**config.mk**
```make
export PLATFORM = sky130hd
export DESIGN_NAME = ptw_walker
export DESIGN_NICKNAME = d
export VERILOG_FILES = /design/src/common/dmem_pkg.sv /design/src/ptw/ptw_walker.sv
export VERILOG_INCLUDE_DIRS = /design/src /design/src/common
export SDC_FILE = /design/constraint.sdc
export NUM_CORES = 1
export LEC_CHECK = 0
export ABC_AREA = 1
export BUFFER_PORTS_ARGS = -buffer_cell sky130_fd_sc_hd__buf_2
export CORE_ASPECT_RATIO = 1.2
export CORE_MARGIN = 2
export CORE_UTILIZATION = 40
export DETAILED_ROUTE_END_ITERATION = 16
export PLACE_DENSITY = 0.86
export SLEW_MARGIN = 20
export SYNTH_ARGS = -nofsm -noshare
export SYNTH_HDL_FRONTEND = slang
export SYNTH_SLANG_ARGS = --single-unit
```
**constraint.sdc**
```tcl
create_clock -name clk_i -period 2 [get_ports clk_i]
set_input_delay 0.5 -clock clk_i [delete_from_list [all_inputs] [get_ports clk_i]]
set_output_delay 0.5 -clock clk_i [all_outputs]
set_load 0.03 [all_outputs]
```
**src/common/dmem_cfg.svh**
```systemverilog
`ifndef DMEM_CFG_SVH
`define DMEM_CFG_SVH

// Bus widths
`define DMEM_ADDR_W 32
`define DMEM_DATA_W 64
`define DMEM_TAG_W  8

// Depth in doublewords, indexed by address bits 12:3
`define DMEM_WORDS  1024

// Byte address of the first-level page table
`define PT_BASE     32'h0000_1000

`endif

```
**src/common/dmem_pkg.sv**
```systemverilog
`default_nettype none

`include "dmem_cfg.svh"

package dmem_pkg;

    typedef logic [`DMEM_ADDR_W-1:0] addr_t;
    typedef logic [`DMEM_DATA_W-1:0] data_t;
    typedef logic [`DMEM_TAG_W-1:0]  tag_t;
    typedef logic [19:0]             ppn_t;      // Physical page number

    typedef enum logic [4:0] {
        M_XRD = 5'b00000,                        // Load doubleword
        M_XWR = 5'b00001                         // Store doubleword
    } mem_cmd_e;

    typedef enum logic [1:0] {
        ARB_IDLE,
        ARB_SERVING_PTW,
        ARB_SERVING_DP
    } arb_state_e;

    typedef enum logic [2:0] {
        PTW_IDLE,
        PTW_REQ_L1,
        PTW_WAIT_L1,
        PTW_REQ_L0,
        PTW_WAIT_L0,
        PTW_DONE
    } ptw_state_e;

    // Page table entry: bit 0 valid, bit 1 leaf, bits 29:10 PPN
    localparam int unsigned PTE_V_BIT    = 0;
    localparam int unsigned PTE_LEAF_BIT = 1;
    localparam int unsigned PTE_PPN_LSB  = 10;
    localparam int unsigned PTE_PPN_MSB  = 29;

endpackage

`default_nettype wire

```
**src/ptw/ptw_walker.sv**
```systemverilog
`timescale 1ns/1ps
`default_nettype none

`include "dmem_cfg.svh"

module ptw_walker import dmem_pkg::*; (
    input  wire logic  clk_i,
    input  wire logic  rstn_i,
    input  wire logic  walk_req_i,
    input  wire addr_t walk_vaddr_i,
    output logic       walk_busy_o,
    output logic       walk_done_o,
    output ppn_t       walk_ppn_o,
    output logic       walk_fault_o,
    output logic       walk_superpage_o,
    output logic       mem_req_valid_o,
    output addr_t      mem_req_addr_o,
    input  wire logic  mem_req_ready_i,
    input  wire logic  mem_resp_valid_i,
    input  wire data_t mem_resp_data_i
);

    ptw_state_e state_q;
    ptw_state_e state_d;
    addr_t      vaddr_q;
    ppn_t       table_ppn_q;                     // Second-level table page
    logic       pte_valid;
    logic       pte_leaf;
    ppn_t       pte_ppn;

    assign pte_valid = mem_resp_data_i[PTE_V_BIT];
    assign pte_leaf  = mem_resp_data_i[PTE_LEAF_BIT];
    assign pte_ppn   = mem_resp_data_i[PTE_PPN_MSB:PTE_PPN_LSB];

    assign walk_busy_o     = (state_q != PTW_IDLE);
    assign walk_done_o     = (state_q == PTW_DONE);
    assign mem_req_valid_o = (state_q == PTW_REQ_L1) || (state_q == PTW_REQ_L0);

    // L1 entry at PT_BASE + vpn1*8 and L0 entry at ppn*4096 + vpn0*8
    assign mem_req_addr_o = (state_q == PTW_REQ_L0) ?
        {table_ppn_q, 12'h000} + {19'b0, vaddr_q[21:12], 3'b000} :
        addr_t'(`PT_BASE) + {19'b0, vaddr_q[31:22], 3'b000};

    always_comb begin
        state_d = state_q;
        case (state_q)
            PTW_IDLE:    if (walk_req_i) state_d = PTW_REQ_L1;
            PTW_REQ_L1:  if (mem_req_ready_i) state_d = PTW_WAIT_L1;
            PTW_WAIT_L1: begin
                if (mem_resp_valid_i) begin
                    // Invalid or leaf entry ends the walk early
                    state_d = (!pte_valid || pte_leaf) ? PTW_DONE : PTW_REQ_L0;
                end
            end
            PTW_REQ_L0:  if (mem_req_ready_i) state_d = PTW_WAIT_L0;
            PTW_WAIT_L0: if (mem_resp_valid_i) state_d = PTW_DONE;
            default:     state_d = PTW_IDLE;                 // DONE lasts one cycle
        endcase
    end

    always_ff @(posedge clk_i or negedge rstn_i) begin
        if (!rstn_i) begin
            state_q <= PTW_IDLE;
        end else begin
            state_q <= state_d;
        end
    end

    always_ff @(posedge clk_i) begin
        if (state_q == PTW_IDLE && walk_req_i) begin
            vaddr_q <= walk_vaddr_i;
        end
        if (state_q == PTW_WAIT_L1 && mem_resp_valid_i) begin
            table_ppn_q      <= pte_ppn;
            walk_ppn_o       <= pte_ppn;
            walk_fault_o     <= !pte_valid;
            walk_superpage_o <= pte_valid && pte_leaf;   // Megapage hit
        end
        if (state_q == PTW_WAIT_L0 && mem_resp_valid_i) begin
            walk_ppn_o       <= pte_ppn;
            walk_fault_o     <= !(pte_valid && pte_leaf);
            walk_superpage_o <= 1'b0;
        end
    end

    a_resp_when_waiting: assert property (@(posedge clk_i) disable iff (!rstn_i)
        mem_resp_valid_i |-> (state_q == PTW_WAIT_L1 || state_q == PTW_WAIT_L0))
        else $error("Memory response while the walker was not waiting");

endmodule

`default_nettype wire

```
* Word level (Yosys, flattened, before mapping)
Cells that the tools add are included. Widths: inputs -> output; s select.
Storage, ports and cells: register bits 77, bits of input ports 101, output and inout port bits 57, word-level logic and storage cells 42
Operators by class: add/sub/neg operators 2, equal/unequal tests 10, multiplexer cells 12, reductions and logical operators 12
Operators by type and width (number):
- $mux 20 | 2
- $add 32x13->32 | 1
- $mux 32 | 1
- $mux 3 | 6
- $pmux 3 s5 | 1
- $add 13x13->14 const A | 1
- $ne 2x2->1 const B | 5
- $eq 3x2->1 const B | 2
- $eq 3x3->1 const B | 2
- $reduce_and 5->1 | 1
- $logic_and 1x1->1 | 4
- $eq 3x1->1 const B | 1
- $logic_not 3->1 | 1
- $reduce_bool 3->1 | 1
- $logic_not 1->1 | 2
- $logic_or 1x1->1 | 2
- $mux 1 | 2
- $reduce_bool 2->1 | 1

* Longest topological paths before layout
depth in word-level cells 5, mapped depth 10, mapped depth without buffers 10

* Worst setup path after synthesis
Ideal clock, no wire load.
kind register -> register, start point register state_q[2], end point register walk_fault_o, enable pin, data arrival time 1.851 ns, required time 1.622 ns, setup slack -0.229 ns, stages on the path, launching flop included 6, period minus slack after synthesis 2.229 ns, cells stage by stage dfrtp_1 > inv_1 > nand3_2 > nor2_2 > inv_2 > nand2_1
Between the ends: word-level cells in the longest chain between the ends 3, elaborated cells on any way between the ends 5
Ends and longest elaborated chain:
- from (decl) | RTL line ptw_walker.sv:23 | ptw_state_e state_q;
- from (signal assigned) | RTL line ptw_walker.sv:65 | state_q <= state_d;
- $eq 3x2->1 / $eq 3x3->1 (equally long branches) | RTL line ptw_walker.sv:73, ptw_walker.sv:79
- $logic_and 1x1->1, on equally long branches | RTL line ptw_walker.sv:73, ptw_walker.sv:79
- $reduce_bool 2->1 (no source line) *
- to (signal assigned) | RTL line ptw_walker.sv:76 | walk_fault_o <= !pte_valid;
- to (signal assigned) | RTL line ptw_walker.sv:81 | walk_fault_o <= !(pte_valid && pte_leaf);
- to (decl) | RTL line ptw_walker.sv:14 | output logic walk_fault_o,
Mark *: on every way between the ends. The rest lies on a longest branch, timed or not. A chain may end at the register's enable or synchronous reset.

* Worst setup path in the final report
start point register vaddr_q[21], end point output mem_req_addr_o[21]
Between the ends: word-level cells in the longest chain between the ends 2
Ends and longest elaborated chain:
- from (decl) | RTL line ptw_walker.sv:25 | addr_t vaddr_q;
- from (signal assigned) | RTL line ptw_walker.sv:71 | vaddr_q <= walk_vaddr_i;
- $add 32x13->32 | RTL line ptw_walker.sv:41 | {table_ppn_q, 12'h000} + {19'b0, vaddr_q[21:12], 3'b000} :
- $mux 32 | RTL line ptw_walker.sv:40 | assign mem_req_addr_o = (state_q == PTW_REQ_L0) ?
- to (decl) | RTL line ptw_walker.sv:17 | output addr_t mem_req_addr_o,
No other way between the ends.

==> flow_summary.ini <==
[layout]
design_area_mm2 = 0.00431
syn2layout_area_growth_pct = 47.2
layout.nets = 502
diodes = 0
final_common_cell = buf_2
final_cell_mix = buf_2, edfxtp_1, nand2_1
fin_util = 0.599
drive_gt1_frac = 0.515
layout.cells.non_filler = 494

[critical_path]
cp_max_fo = 4
worstPathCellList = ha_4, buf_4, inv_2, nor2_4, nand3_4, buf_4, o21ai_2, a21oi_2, buf_6
worstSetupEndpointType = primary output
arrival_ns = 1.80
max_stage_delay_ns = 0.38
critPathLaunchType = register
cpMostUsedCell = buf_4
required_ns = 1.50
critPathKind = reg2out
cp_top_family = buffers and inverters
cpMaxStageDelayCell = edfxtp_1
path_buf_inv = 4

[min_path]
hold_path_class = in2reg

[routing]
dr.first_iter.drc_count = 115
vias_per_cell = 4.82
remaining_drc_errors = 0
routed_wl_um = 6830
ant_nets = 0
vias = 2380
first_pass_iters = 4
post_drt_wl_per_cell_um = 13.8

[timing]
rsz0062_at_grt = yes
finClkSkew_ns = 0.00579
setup_ws_ns = -0.299
fin_setup_tns_ns = -4.87
hold_viol_final = 0
max_freq_mhz = 435
setup_viol_count_final = 27
min_period_ns = 2.30
post-route-period-util = 1.15
slew_viol_final = 0

[floorplan]
start_util = 0.407
die-area_mm2 = 0.00801
core_area_mm2 = 0.00719
ios = 158
row_count = 34
die_y_um = 97.7
fp.dieW_um = 82.1

[place]
pre_cts_ws_ns = -0.108
place_area_mm2 = 0.00362
portBuffers = 100
dp_hpwl_um = 4890
routabilityCongestion = 0.883
dpl.cell_count = 465

[synth]
ys_warn_count = 0
yosysSeqAreaShare = 0.659
yosysUniqueCellTypes = 32
async_flop_share = 0.0462
synth_area_mm2 = 0.00292
yosysTopAreaCell = edfxtp_1
synthCells = 267
netlist_top_cells_area = edfxtp_1, nand2_1, nor2_1
synth_edf_count = 61
synth_ff_type = edfxtp_1
synthDominantCellAreaShare = 0.626
synth_seq_cells = 65
synth_area_per_cell_um2 = 11.0

[global_route]
grt_first_pass_wirelength_um = 10400
antenna_found_initial = 0
track_usage = 0.177
grt_max_degree = 22
overflow = 0
grt_pass1_vias = 2265

[cts]
worstSkewPairLatency_ns = 0.33
htree_levels = 3
cts_max_path_buffers = 2
cts_sinks = 65
cts_inserted_buffers = 9
cts_tree = yes
clock-root-buffer = clkbuf_8
clkTransAtPathRegs_ns = 0.07

[pwr]
p_leak_uw = 0.00190
peakVddDrop_mv = 0.865
powerDensity_mw_per_mm2 = 1180

[outcome]
status = finished, violations left
violations = negative setup slack

[job]
cap_violations = 0
==> what timing repair did <==
action	4_1_cts	5_1_grt
hold buffers	1	0
endpoints found under the hold margin	3	0
setup endpoints to repair	29	29
pin swaps	13	17
resized for setup	69	43
cloned	0	1
setup buffers	6	5
==> per-stage QoR <==
step           hold WS, ns  total power (uW)
6_report             0.337              5070
5_1_grt              0.315              5330
4_1_cts              0.318              4880
3_5_place_dp         0.299              3540
3_3_place_gp         0.296              3490
2_1_floorplan        0.204              3040
==> power breakdown <==
part	switching, uW	leakage (uW)	internal, uW
Combinational	1320	0.00120	797
Clock	479	0.0000913	567
Sequential	136	0.000605	1780
==> sequential cells by signal, indices dropped and copies added, names as in the netlist <==
signal,flops
state_q,3
table_ppn_q,20
walk_fault_o,1
walk_ppn_o,20
vaddr_q,20
walk_superpage_o,1
==> cell type report <==
cell class	count	area, um^2
Timing Repair inverter	1	8.76
Tap cell	90	113
Multi-Input combinational cell	169	1070
Clock inverter	6	58.8
Inverter	29	126
Sequential cell	65	1930
Clock buffer	10	128
Timing Repair Buffer	124	870
Fill cell	565	2880
==> cells by family (layout without fill, tap and decap cells) <==
logic type | after synthesis | after routing | synth area share
XOR/XNOR | 1 | 1 | 0.00300
AO/OA/AOI/OAI | 30 | 30 | 0.0620
other | 1 | 3 | 0.00128
flip-flops | 65 | 65 | 0.659
buffers and inverters | 35 | 170 | 0.0539
adder cells (fa/ha/maj) | 2 | 2 | 0.00856
AND/OR/NAND/NOR | 133 | 133 | 0.212
==> cell usage after synthesis, drive strengths merged (2+ instances only) <==
library cell	count
edfxtp	61
nand2	76
inv	27
a21oi	14
nor2	35
nand3	13
dfrtp	3
nor3	6
buf	6
o21ai	14
clkinv	2
ha	2
==> metal layers <==
| layer | wire length [um] | GRT usage |
|---|---|---|
| met5 | 0 | 0 |
| met4 | 97 | 0.0526 |
| met3 | 496 | 0.0651 |
| met2 | 3750 | 0.322 |
| met1 | 2480 | 0.183 |
==> final timing paths <==
check	start	end	slack, ns	cells past startpoint
max	vaddr_q[21]	mem_req_addr_o[21]	-0.30	9
min	walk_vaddr_i[21]	vaddr_q[21]	0.34	1
max reg2reg	state_q[2]	walk_ppn_o[16]	0.31	7
min reg2reg	walk_superpage_o	walk_superpage_o	0.53	2
max in group asynchronous	rstn_i	state_q[1]	1.41	2
min in group asynchronous	rstn_i	state_q[0]	0.48	2
Power figures use the tool's default switching activity.
