===== src/common/dmem_cfg.svh =====
`ifndef DMEM_CFG_SVH
`define DMEM_CFG_SVH

// Bus widths
`define DMEM_ADDR_W 32
`define DMEM_DATA_W 64
`define DMEM_TAG_W  8

// Depth in doublewords, indexed by address bits 12:3
`define DMEM_WORDS  1024

// Byte address of the first-level page table
`define PT_BASE     32'h0000_1000

`endif


===== src/common/dmem_pkg.sv =====
`default_nettype none

`include "dmem_cfg.svh"

package dmem_pkg;

    typedef logic [`DMEM_ADDR_W-1:0] addr_t;
    typedef logic [`DMEM_DATA_W-1:0] data_t;
    typedef logic [`DMEM_TAG_W-1:0]  tag_t;
    typedef logic [19:0]             ppn_t;      // Physical page number

    typedef enum logic [4:0] {
        M_XRD = 5'b00000,                        // Load doubleword
        M_XWR = 5'b00001                         // Store doubleword
    } mem_cmd_e;

    typedef enum logic [1:0] {
        ARB_IDLE,
        ARB_SERVING_PTW,
        ARB_SERVING_DP
    } arb_state_e;

    typedef enum logic [2:0] {
        PTW_IDLE,
        PTW_REQ_L1,
        PTW_WAIT_L1,
        PTW_REQ_L0,
        PTW_WAIT_L0,
        PTW_DONE
    } ptw_state_e;

    // Page table entry: bit 0 valid, bit 1 leaf, bits 29:10 PPN
    localparam int unsigned PTE_V_BIT    = 0;
    localparam int unsigned PTE_LEAF_BIT = 1;
    localparam int unsigned PTE_PPN_LSB  = 10;
    localparam int unsigned PTE_PPN_MSB  = 29;

endpackage

`default_nettype wire


===== src/hdl/dmem_arbiter.sv =====
`timescale 1ns/1ps
`default_nettype none

module dmem_arbiter import dmem_pkg::*; (
    input  wire logic     clk_i,
    input  wire logic     rstn_i,
    // Datapath side
    input  wire logic     dp_req_valid_i,
    input  wire mem_cmd_e dp_req_cmd_i,
    input  wire addr_t    dp_req_addr_i,
    input  wire data_t    dp_req_data_i,
    input  wire tag_t     dp_req_tag_i,
    output logic          dp_req_ready_o,
    output logic          dp_resp_valid_o,
    output data_t         dp_resp_data_o,
    output tag_t          dp_resp_tag_o,
    output logic          dp_resp_has_data_o,
    // Walker side carries loads only
    input  wire logic     ptw_req_valid_i,
    input  wire addr_t    ptw_req_addr_i,
    output logic          ptw_req_ready_o,
    output logic          ptw_resp_valid_o,
    output data_t         ptw_resp_data_o,
    // Memory side
    output logic          mem_req_valid_o,
    output mem_cmd_e      mem_req_cmd_o,
    output addr_t         mem_req_addr_o,
    output data_t         mem_req_data_o,
    output tag_t          mem_req_tag_o,
    input  wire logic     mem_req_ready_i,
    input  wire logic     mem_resp_valid_i,
    input  wire data_t    mem_resp_data_i,
    input  wire tag_t     mem_resp_tag_i,
    input  wire logic     mem_resp_has_data_i
);

    arb_state_e state_q;
    arb_state_e state_d;
    logic       sel_dp;                          // Datapath owns the port
    logic       sel_ptw;                         // Walker owns the port
    logic       grant_dp;
    logic       grant_ptw;

    // Datapath wins in idle and a locked source keeps the port
    assign sel_dp  = (state_q == ARB_SERVING_DP) || (state_q == ARB_IDLE && dp_req_valid_i);
    assign sel_ptw = (state_q == ARB_SERVING_PTW) ||
                     (state_q == ARB_IDLE && !dp_req_valid_i && ptw_req_valid_i);

    assign dp_req_ready_o  = mem_req_ready_i && (state_q != ARB_SERVING_PTW);
    assign ptw_req_ready_o = mem_req_ready_i && (state_q == ARB_SERVING_PTW ||
                                                 (state_q == ARB_IDLE && !dp_req_valid_i));

    assign grant_dp  = dp_req_valid_i && dp_req_ready_o;
    assign grant_ptw = ptw_req_valid_i && ptw_req_ready_o;

    always_comb begin
        state_d = state_q;
        if (state_q == ARB_IDLE) begin
            if (grant_dp) begin
                state_d = ARB_SERVING_DP;                // Lock at the accept edge
            end else if (grant_ptw) begin
                state_d = ARB_SERVING_PTW;
            end
        end else if (mem_resp_valid_i) begin
            state_d = ARB_IDLE;                          // Release on the response
        end
    end

    always_ff @(posedge clk_i or negedge rstn_i) begin
        if (!rstn_i) begin
            state_q <= ARB_IDLE;
        end else begin
            state_q <= state_d;
        end
    end

    // Steer request and response fields so the idle source sees zeros
    always_comb begin
        mem_req_valid_o    = 1'b0;
        mem_req_cmd_o      = M_XRD;
        mem_req_addr_o     = '0;
        mem_req_data_o     = '0;
        mem_req_tag_o      = '0;
        dp_resp_valid_o    = 1'b0;
        dp_resp_data_o     = '0;
        dp_resp_tag_o      = '0;
        dp_resp_has_data_o = 1'b0;
        ptw_resp_valid_o   = 1'b0;
        ptw_resp_data_o    = '0;
        if (sel_dp) begin
            mem_req_valid_o    = dp_req_valid_i;
            mem_req_cmd_o      = dp_req_cmd_i;
            mem_req_addr_o     = dp_req_addr_i;
            mem_req_data_o     = dp_req_data_i;
            mem_req_tag_o      = dp_req_tag_i;
            dp_resp_valid_o    = mem_resp_valid_i;
            dp_resp_data_o     = mem_resp_data_i;
            dp_resp_tag_o      = mem_resp_tag_i;
            dp_resp_has_data_o = mem_resp_has_data_i;
        end else if (sel_ptw) begin
            mem_req_valid_o    = ptw_req_valid_i;    // Tag stays 0 for the walker
            mem_req_addr_o     = ptw_req_addr_i;
            ptw_resp_valid_o   = mem_resp_valid_i;
            ptw_resp_data_o    = mem_resp_data_i;
        end
    end

    a_grant_when_idle: assert property (@(posedge clk_i) disable iff (!rstn_i)
        (grant_dp || grant_ptw) |-> state_q == ARB_IDLE)
        else $error("Source granted while the port was locked");

endmodule

`default_nettype wire


===== config.mk =====
export PLATFORM = sky130hd
export DESIGN_NAME = dmem_arbiter
export DESIGN_NICKNAME = d
export VERILOG_FILES = /design/src/common/dmem_pkg.sv /design/src/hdl/dmem_arbiter.sv
export VERILOG_INCLUDE_DIRS = /design/src /design/src/common
export SDC_FILE = /design/constraint.sdc
export NUM_CORES = 1
export LEC_CHECK = 0
export BUFFER_PORTS_ARGS = -buffer_cell sky130_fd_sc_hd__buf_2
export CORE_AREA = 2 2 183 185
export DETAILED_ROUTE_END_ITERATION = 16
export DIE_AREA = 0 0 185 187
export GPL_TIMING_DRIVEN = 0
export PLACE_DENSITY_LB_ADDON = 0.12
export SLEW_MARGIN = 20
export SYNTH_ARGS = -nofsm -noshare
export SYNTH_HDL_FRONTEND = slang
export SYNTH_SLANG_ARGS = --single-unit

===== constraint.sdc =====
create_clock -name clk_i -period 3.1 [get_ports clk_i]
set_input_delay 0 -clock clk_i [delete_from_list [all_inputs] [get_ports clk_i]]
set_output_delay 0 -clock clk_i [all_outputs]
set_load 0.005 [all_outputs]

# --- After elaboration in Yosys (flattened, before gate mapping) ---
# Cells that the tools add are included.
# W data, S select, Z words.
totals:
  out_inout_bits: 251
  ff_bits: 2
  inputBits: 220
classes:
  eq_ne: 4
  reduce_logical: 14
  n_mux: 19
op_table:
  columns: ["operator", "count"]
  rows:
  - ["$mux W64", 4]
  - ["$mux W32", 2]
  - ["$mux W8", 2]
  - ["$mux W2", 4]
  - ["$logic_and A1 B1 Y1", 7]
  - ["$mux W1", 6]
  - ["$mux W5", 1]
  - ["$logic_or A1 B1 Y1", 3]
  - ["$ne A3 B3 Y1 const B", 1]
  - ["$eq A2 B1 Y1 const B", 1]
  - ["$eq A2 B2 Y1 const B", 1]
  - ["$logic_not A2 Y1", 1]
  - ["$ne A2 B1 Y1 const B", 1]
  - ["$reduce_and A2 Y1", 1]
  - ["$reduce_bool A2 Y1", 1]
  - ["$logic_not A1 Y1", 1]

# --- Longest topological paths before layout ---
depth:
  depth_word: 8
  mapped_depth: 5
  depth_no_buf: 3

# --- Least setup slack after synthesis ---
# No wires, ideal clock.
synth_path:
  path_kind: "reg2out"
  from: "register state_q[1]"
  to: "output port mem_req_addr_o[12]"
  slack_ns: 1.962
  t_arrival_ns: 1.138
  stages_incl_launch_ff: 6
  path_buffers: 2
  required_time_ns: 3.100
  path_cell_list: "dfrtp_1 nor2_1 nor2_2 buf_6 buf_4 a22o_1"
synth_via:
  elab_chain_cells: 6
  word_cells_on_any_way: 10
synth_lines:
  columns: ["element", "line_no", "text"]
  rows:
  - ["start, declared", "dmem_arbiter.sv:37", "arb_state_e state_q;"]
  - ["start signal, assigned", "dmem_arbiter.sv:73", "state_q <= state_d;"]
  - ["$logic_not A2 Y1", "dmem_arbiter.sv:45, dmem_arbiter.sv:47", null]
  - ["$logic_and A1 B1 Y1 (2 in series)", "dmem_arbiter.sv:47", "(state_q == ARB_IDLE && !dp_req_valid_i && ptw_req_valid_i);"]
  - ["$logic_or A1 B1 Y1", "dmem_arbiter.sv:46", "assign sel_ptw = (state_q == ARB_SERVING_PTW) ||"]
  - ["$mux W32", "dmem_arbiter.sv:100", "end else if (sel_ptw) begin"]
  - ["$mux W32 *", "dmem_arbiter.sv:90", "if (sel_dp) begin"]
  - ["end, declared", "dmem_arbiter.sv:27", "output addr_t mem_req_addr_o,"]
# Every way passes the cells marked *; elsewhere a longest branch is shown, timed or not.

# --- Worst setup path in the final report ---
layout_path:
  from: "register state_q[1]"
  to: "output port dp_resp_data_o[29]"
layout_via:
  elab_chain_cells: 4
  word_cells_on_any_way: 5
layout_lines:
  columns: ["element", "line_no", "text"]
  rows:
  - ["$logic_not A2 Y1", "dmem_arbiter.sv:45", "assign sel_dp = (state_q == ARB_SERVING_DP) || (state_q == ARB_IDLE && dp_req_valid_i);"]
  - ["$logic_and A1 B1 Y1", "dmem_arbiter.sv:45", null]
  - ["$logic_or A1 B1 Y1 *", "dmem_arbiter.sv:45", null]
  - ["$mux W64 *", "dmem_arbiter.sv:90", null]
  - ["end, declared", "dmem_arbiter.sv:15", "output data_t dp_resp_data_o,"]
# Marked as above.

==> run_summary.xml <==
<?xml version="1.0" encoding="UTF-8"?>
<metrics>
  <group name="outcome">
    <metric name="outcome" unit="">finished clean</metric>
  </group>
  <group name="clock_tree">
    <metric name="cts_setup_buffers" unit="">0</metric>
    <metric name="tritoncts" unit="">built</metric>
    <metric name="cts.sinks" unit="">2</metric>
    <metric name="clk_root_buffer_cell" unit="">clkbuf_16</metric>
    <metric name="clock_tree.buffer_depth" unit="">2</metric>
    <metric name="cts-htree-levels" unit="">1</metric>
    <metric name="path_clk_slew" unit="ns">0.03</metric>
    <metric name="cts_buffers" unit="">3</metric>
    <metric name="clock_insertion_delay_worst_skew" unit="ns">0.22</metric>
  </group>
  <group name="placement">
    <metric name="hpwlAfterDp" unit="mm">17.0</metric>
    <metric name="post_dp_cell_area" unit="µm²">4870</metric>
    <metric name="port_buffers" unit="">470</metric>
    <metric name="dpl.cell_count" unit="">1213</metric>
    <metric name="dp_slack" unit="ns">1.47</metric>
    <metric name="routabilityCongestion" unit="">0.727</metric>
  </group>
  <group name="yosys">
    <metric name="postSynthRegisterBits" unit="">2</metric>
    <metric name="synth.area.mux_share" unit="">0</metric>
    <metric name="synth_seq_area_share" unit="">0.0256</metric>
    <metric name="asyncSetResetFlopFracSynth" unit="">1.00</metric>
    <metric name="synth_top_area_share" unit="">0.691</metric>
    <metric name="leading_post_synthesis_cells_by_instance_count" unit="">and2_1 (216), a22o_1 (32), clkbuf_2 (15)</metric>
    <metric name="share_of_synthesized_cell_area_in_and_or_nand_and_nor_gates" unit="">0.711</metric>
    <metric name="synth-adder-area-share" unit="">0</metric>
    <metric name="synth_top_area_cell" unit="">and2_1</metric>
    <metric name="synth_top_cells_by_area" unit="">and2_1 (69%), a22o_1 (14%), clkbuf_2 (3.8%), dfrtp_1 (2.6%), buf_6 (2.3%)</metric>
    <metric name="synthesis.yosys.warnings" unit="">0</metric>
    <metric name="synth_top_flop_cell" unit="">dfrtp_1</metric>
    <metric name="number_of_enable_type_register_cells_in_the_synthesized_netlist" unit="">0</metric>
    <metric name="yosys.cell_types.count" unit="">19</metric>
    <metric name="synth_top_family_by_area" unit="">simple AND/OR/NAND/NOR gates</metric>
    <metric name="syn-instance-count" unit="">295</metric>
    <metric name="mean_instance_size_in_the_synthesized_netlist" unit="µm²">6.62</metric>
    <metric name="area_fraction_in_compound_gates_after_synthesis" unit="">0.166</metric>
    <metric name="synth_xor_area_frac" unit="">0</metric>
    <metric name="yosys.cell_count.top_type" unit="">and2_1</metric>
    <metric name="syn_nets" unit="">515</metric>
    <metric name="synth.cell_area" unit="µm²">1950</metric>
  </group>
  <group name="layout">
    <metric name="regMostFlops" unit="">state_q</metric>
    <metric name="final_cell_count_no_fill" unit="">1218</metric>
    <metric name="multiInputGateArea" unit="µm²">1710</metric>
    <metric name="drive_above_1_share" unit="">0.651</metric>
    <metric name="final_nets" unit="">991</metric>
    <metric name="largest_register_ffs" unit="">2</metric>
    <metric name="sequential_cell_area" unit="µm²">50.0</metric>
    <metric name="area_delta_synth_final" unit="%">154</metric>
    <metric name="biggestRegsByFlops" unit="">state_q (2)</metric>
    <metric name="fill_cells" unit="">3928</metric>
    <metric name="postLayoutCellArea" unit="µm²">4950</metric>
  </group>
  <group name="power">
    <metric name="power.ir.vdd_worst" unit="V">0.000105</metric>
    <metric name="power-per-cell-area" unit="nW/µm²">253</metric>
    <metric name="power.leakage" unit="nW">2.99</metric>
    <metric name="report.power.total" unit="mW">1.25</metric>
  </group>
  <group name="floorplan">
    <metric name="cell_rows" unit="">67</metric>
    <metric name="die_h" unit="µm">187</metric>
    <metric name="num_io_pins" unit="">471</metric>
    <metric name="die_area" unit="µm²">34600</metric>
    <metric name="dieWidth" unit="µm">185</metric>
    <metric name="placeableCoreArea" unit="µm²">32900</metric>
    <metric name="floorplan.initialDensity" unit="">0.0595</metric>
  </group>
  <group name="sta">
    <metric name="timing.final.crit_share" unit="">0.572</metric>
    <metric name="setup_viol" unit="">0</metric>
    <metric name="fin_tns_setup" unit="ns">0</metric>
    <metric name="slew-limit-headroom" unit="">0.715</metric>
    <metric name="worst_slack_setup_final" unit="ns">1.33</metric>
    <metric name="final_max_slew_viol_count" unit="">0</metric>
    <metric name="report.final.hold_viol_count" unit="">0</metric>
    <metric name="finClkSkew" unit="ns">0.000906</metric>
    <metric name="fmax" unit="MHz">564</metric>
    <metric name="rsz0062_at_grt" unit="">no</metric>
    <metric name="fin_crit" unit="ns">1.77</metric>
    <metric name="tightest_slew" unit="ns">0.428</metric>
  </group>
  <group name="worst_setup_path">
    <metric name="worstReg2RegEnd" unit="">state_q[0]$_DFFE_PN0P_</metric>
    <metric name="worst-r2r-cell-count" unit="">3</metric>
    <metric name="worstSetupStartpointType" unit="">register</metric>
    <metric name="setup.worst_path.end_class" unit="">output pin</metric>
    <metric name="critical_path_start_end_classification" unit="">register to output pin</metric>
    <metric name="crit_path_cell_trace" unit="">nor2_1 -&gt; nor2_2 -&gt; buf_4 -&gt; clkbuf_2 -&gt; and2_1 -&gt; buf_2</metric>
    <metric name="r2r_slack" unit="ns">2.21</metric>
    <metric name="critical-path-slowest-cell" unit="">dfrtp_1</metric>
    <metric name="startpoint_of_the_worst_slack_reg_to_reg_timing_path" unit="">state_q[1]$_DFFE_PN0P_</metric>
    <metric name="timing.critical_path.required" unit="ns">3.10</metric>
    <metric name="cpPeakStageDelay" unit="ns">0.41</metric>
    <metric name="critical_path.max_fanout" unit="">10</metric>
    <metric name="cp_data_arrival_time" unit="ns">1.77</metric>
  </group>
  <group name="routing">
    <metric name="num_vias" unit="">3881</metric>
    <metric name="routed_wirelength" unit="mm">18.6</metric>
    <metric name="first_iteration_detailed_routing_drc_count" unit="">42</metric>
    <metric name="drt-vias-per-instance" unit="">3.19</metric>
    <metric name="wl_per_cell" unit="µm">15.3</metric>
    <metric name="drtPass1Iterations" unit="">4</metric>
    <metric name="drc_markers" unit="">0</metric>
    <metric name="drt.antenna.violating_nets" unit="">0</metric>
  </group>
  <group name="global_route">
    <metric name="grt_usage" unit="">0.0967</metric>
    <metric name="global_route_wire_length_before_repair" unit="mm">24.2</metric>
    <metric name="grt_start_max_net_pins" unit="">11</metric>
    <metric name="antenna_violations_before_repair" unit="">4</metric>
    <metric name="via_count_of_the_first_global_routing_pass" unit="">3775</metric>
    <metric name="globalRouteOverflowTotal" unit="">0</metric>
  </group>
  <group name="flow_run">
    <metric name="maxCapViolations" unit="">0</metric>
  </group>
  <group name="worst_hold_path">
    <metric name="hold_class" unit="">input pin to register</metric>
    <metric name="hold_path_startpoint" unit="">mem_resp_valid_i</metric>
    <metric name="min_delay_path_depth" unit="">2</metric>
    <metric name="timing.hold.worst_endpoint" unit="">state_q[1]$_DFFE_PN0P_</metric>
  </group>
</metrics>
[worst max-delay path, delay by kind of cell (launching register included)]
| kind | cells | cell delay, ns |
|---|---|---|
| buffers and inverters | 3 | 0.63 |
| and+or+nand+nor | 3 | 0.50 |
| DFF | 1 | 0.41 |
[routing by layer]
layer  up-vias  share of wire  GRT usage
li1       1880              -          -
met1      1682           0.31     0.0835
met2       300           0.57      0.214
met3        19          0.090     0.0165
met4         0          0.022     0.0281
met5         -              0          0
[placed cells by master (no fill, tap or decap), drive strengths merged]
cell type,n
dlygate4sd3,1
nand2,2
nor2,2
a21oi,2
and2,216
dfrtp,2
o22ai,1
inv,3
a22o,32
nand2b,1
diode,1
o21ai,2
clkbuf,23
nand4,1
a21boi,1
buf,480
[kinds of logic (layout without fill, tap and decap cells)]
family,Yosys count,after routing
simple gates,222,222
buf+inv,33,507
compound gates,38,38
flops,2,2
other cells,0,1
[where the power goes]
| group | total, mW | switching (mW) | internal (mW) |
|---|---|---|---|
| registers | 0.0327 | 0.00345 | 0.0292 |
| logic | 1.03 | 0.490 | 0.535 |
| clock network | 0.194 | 0.0295 | 0.164 |
| total | 1.25 | 0.523 | 0.729 |
[metrics by stage]
stage	hold WS [ns]	util
floorplan	-0.296	-
global placement	-0.209	0.148
detailed placement	-0.205	0.148
CTS	0.0436	0.151
global route	0.0621	0.151
finish	0.0317	0.151
[repair_timing]
item	CTS	global route
hold buffers	1	0
gates resized for setup	0	0
hold endpoints to repair	2	0
[worst max path at each step]
stage	startpoint	to	slack, ns	cells after the start
final	state_q[1]$_DFFE_PN0P_	dp_resp_data_o[29]	1.33	6
after global routing	state_q[1]$_DFFE_PN0P_	dp_resp_data_o[29]	1.20	6
after CTS	state_q[1]$_DFFE_PN0P_	dp_resp_data_o[29]	1.24	6
after detailed placement	state_q[1]$_DFFE_PN0P_	dp_resp_data_o[29]	1.47	6
after global placement	state_q[1]$_DFFE_PN0P_	dp_resp_data_o[29]	1.44	6
after floorplan	state_q[1]$_DFFE_PN0P_	mem_req_addr_o[12]	1.96	5
[cell type report]
class,count,share of cell area
Tap cell,448,0.113
Buffer,30,0.0361
Clock buffer,3,0.0152
Antenna cell,1,0.000505
Timing Repair Buffer,471,0.477
Inverter,3,0.00227
Sequential cell,2,0.0101
Multi-Input combinational cell,260,0.346
Power figures use the tool's default switching activity.
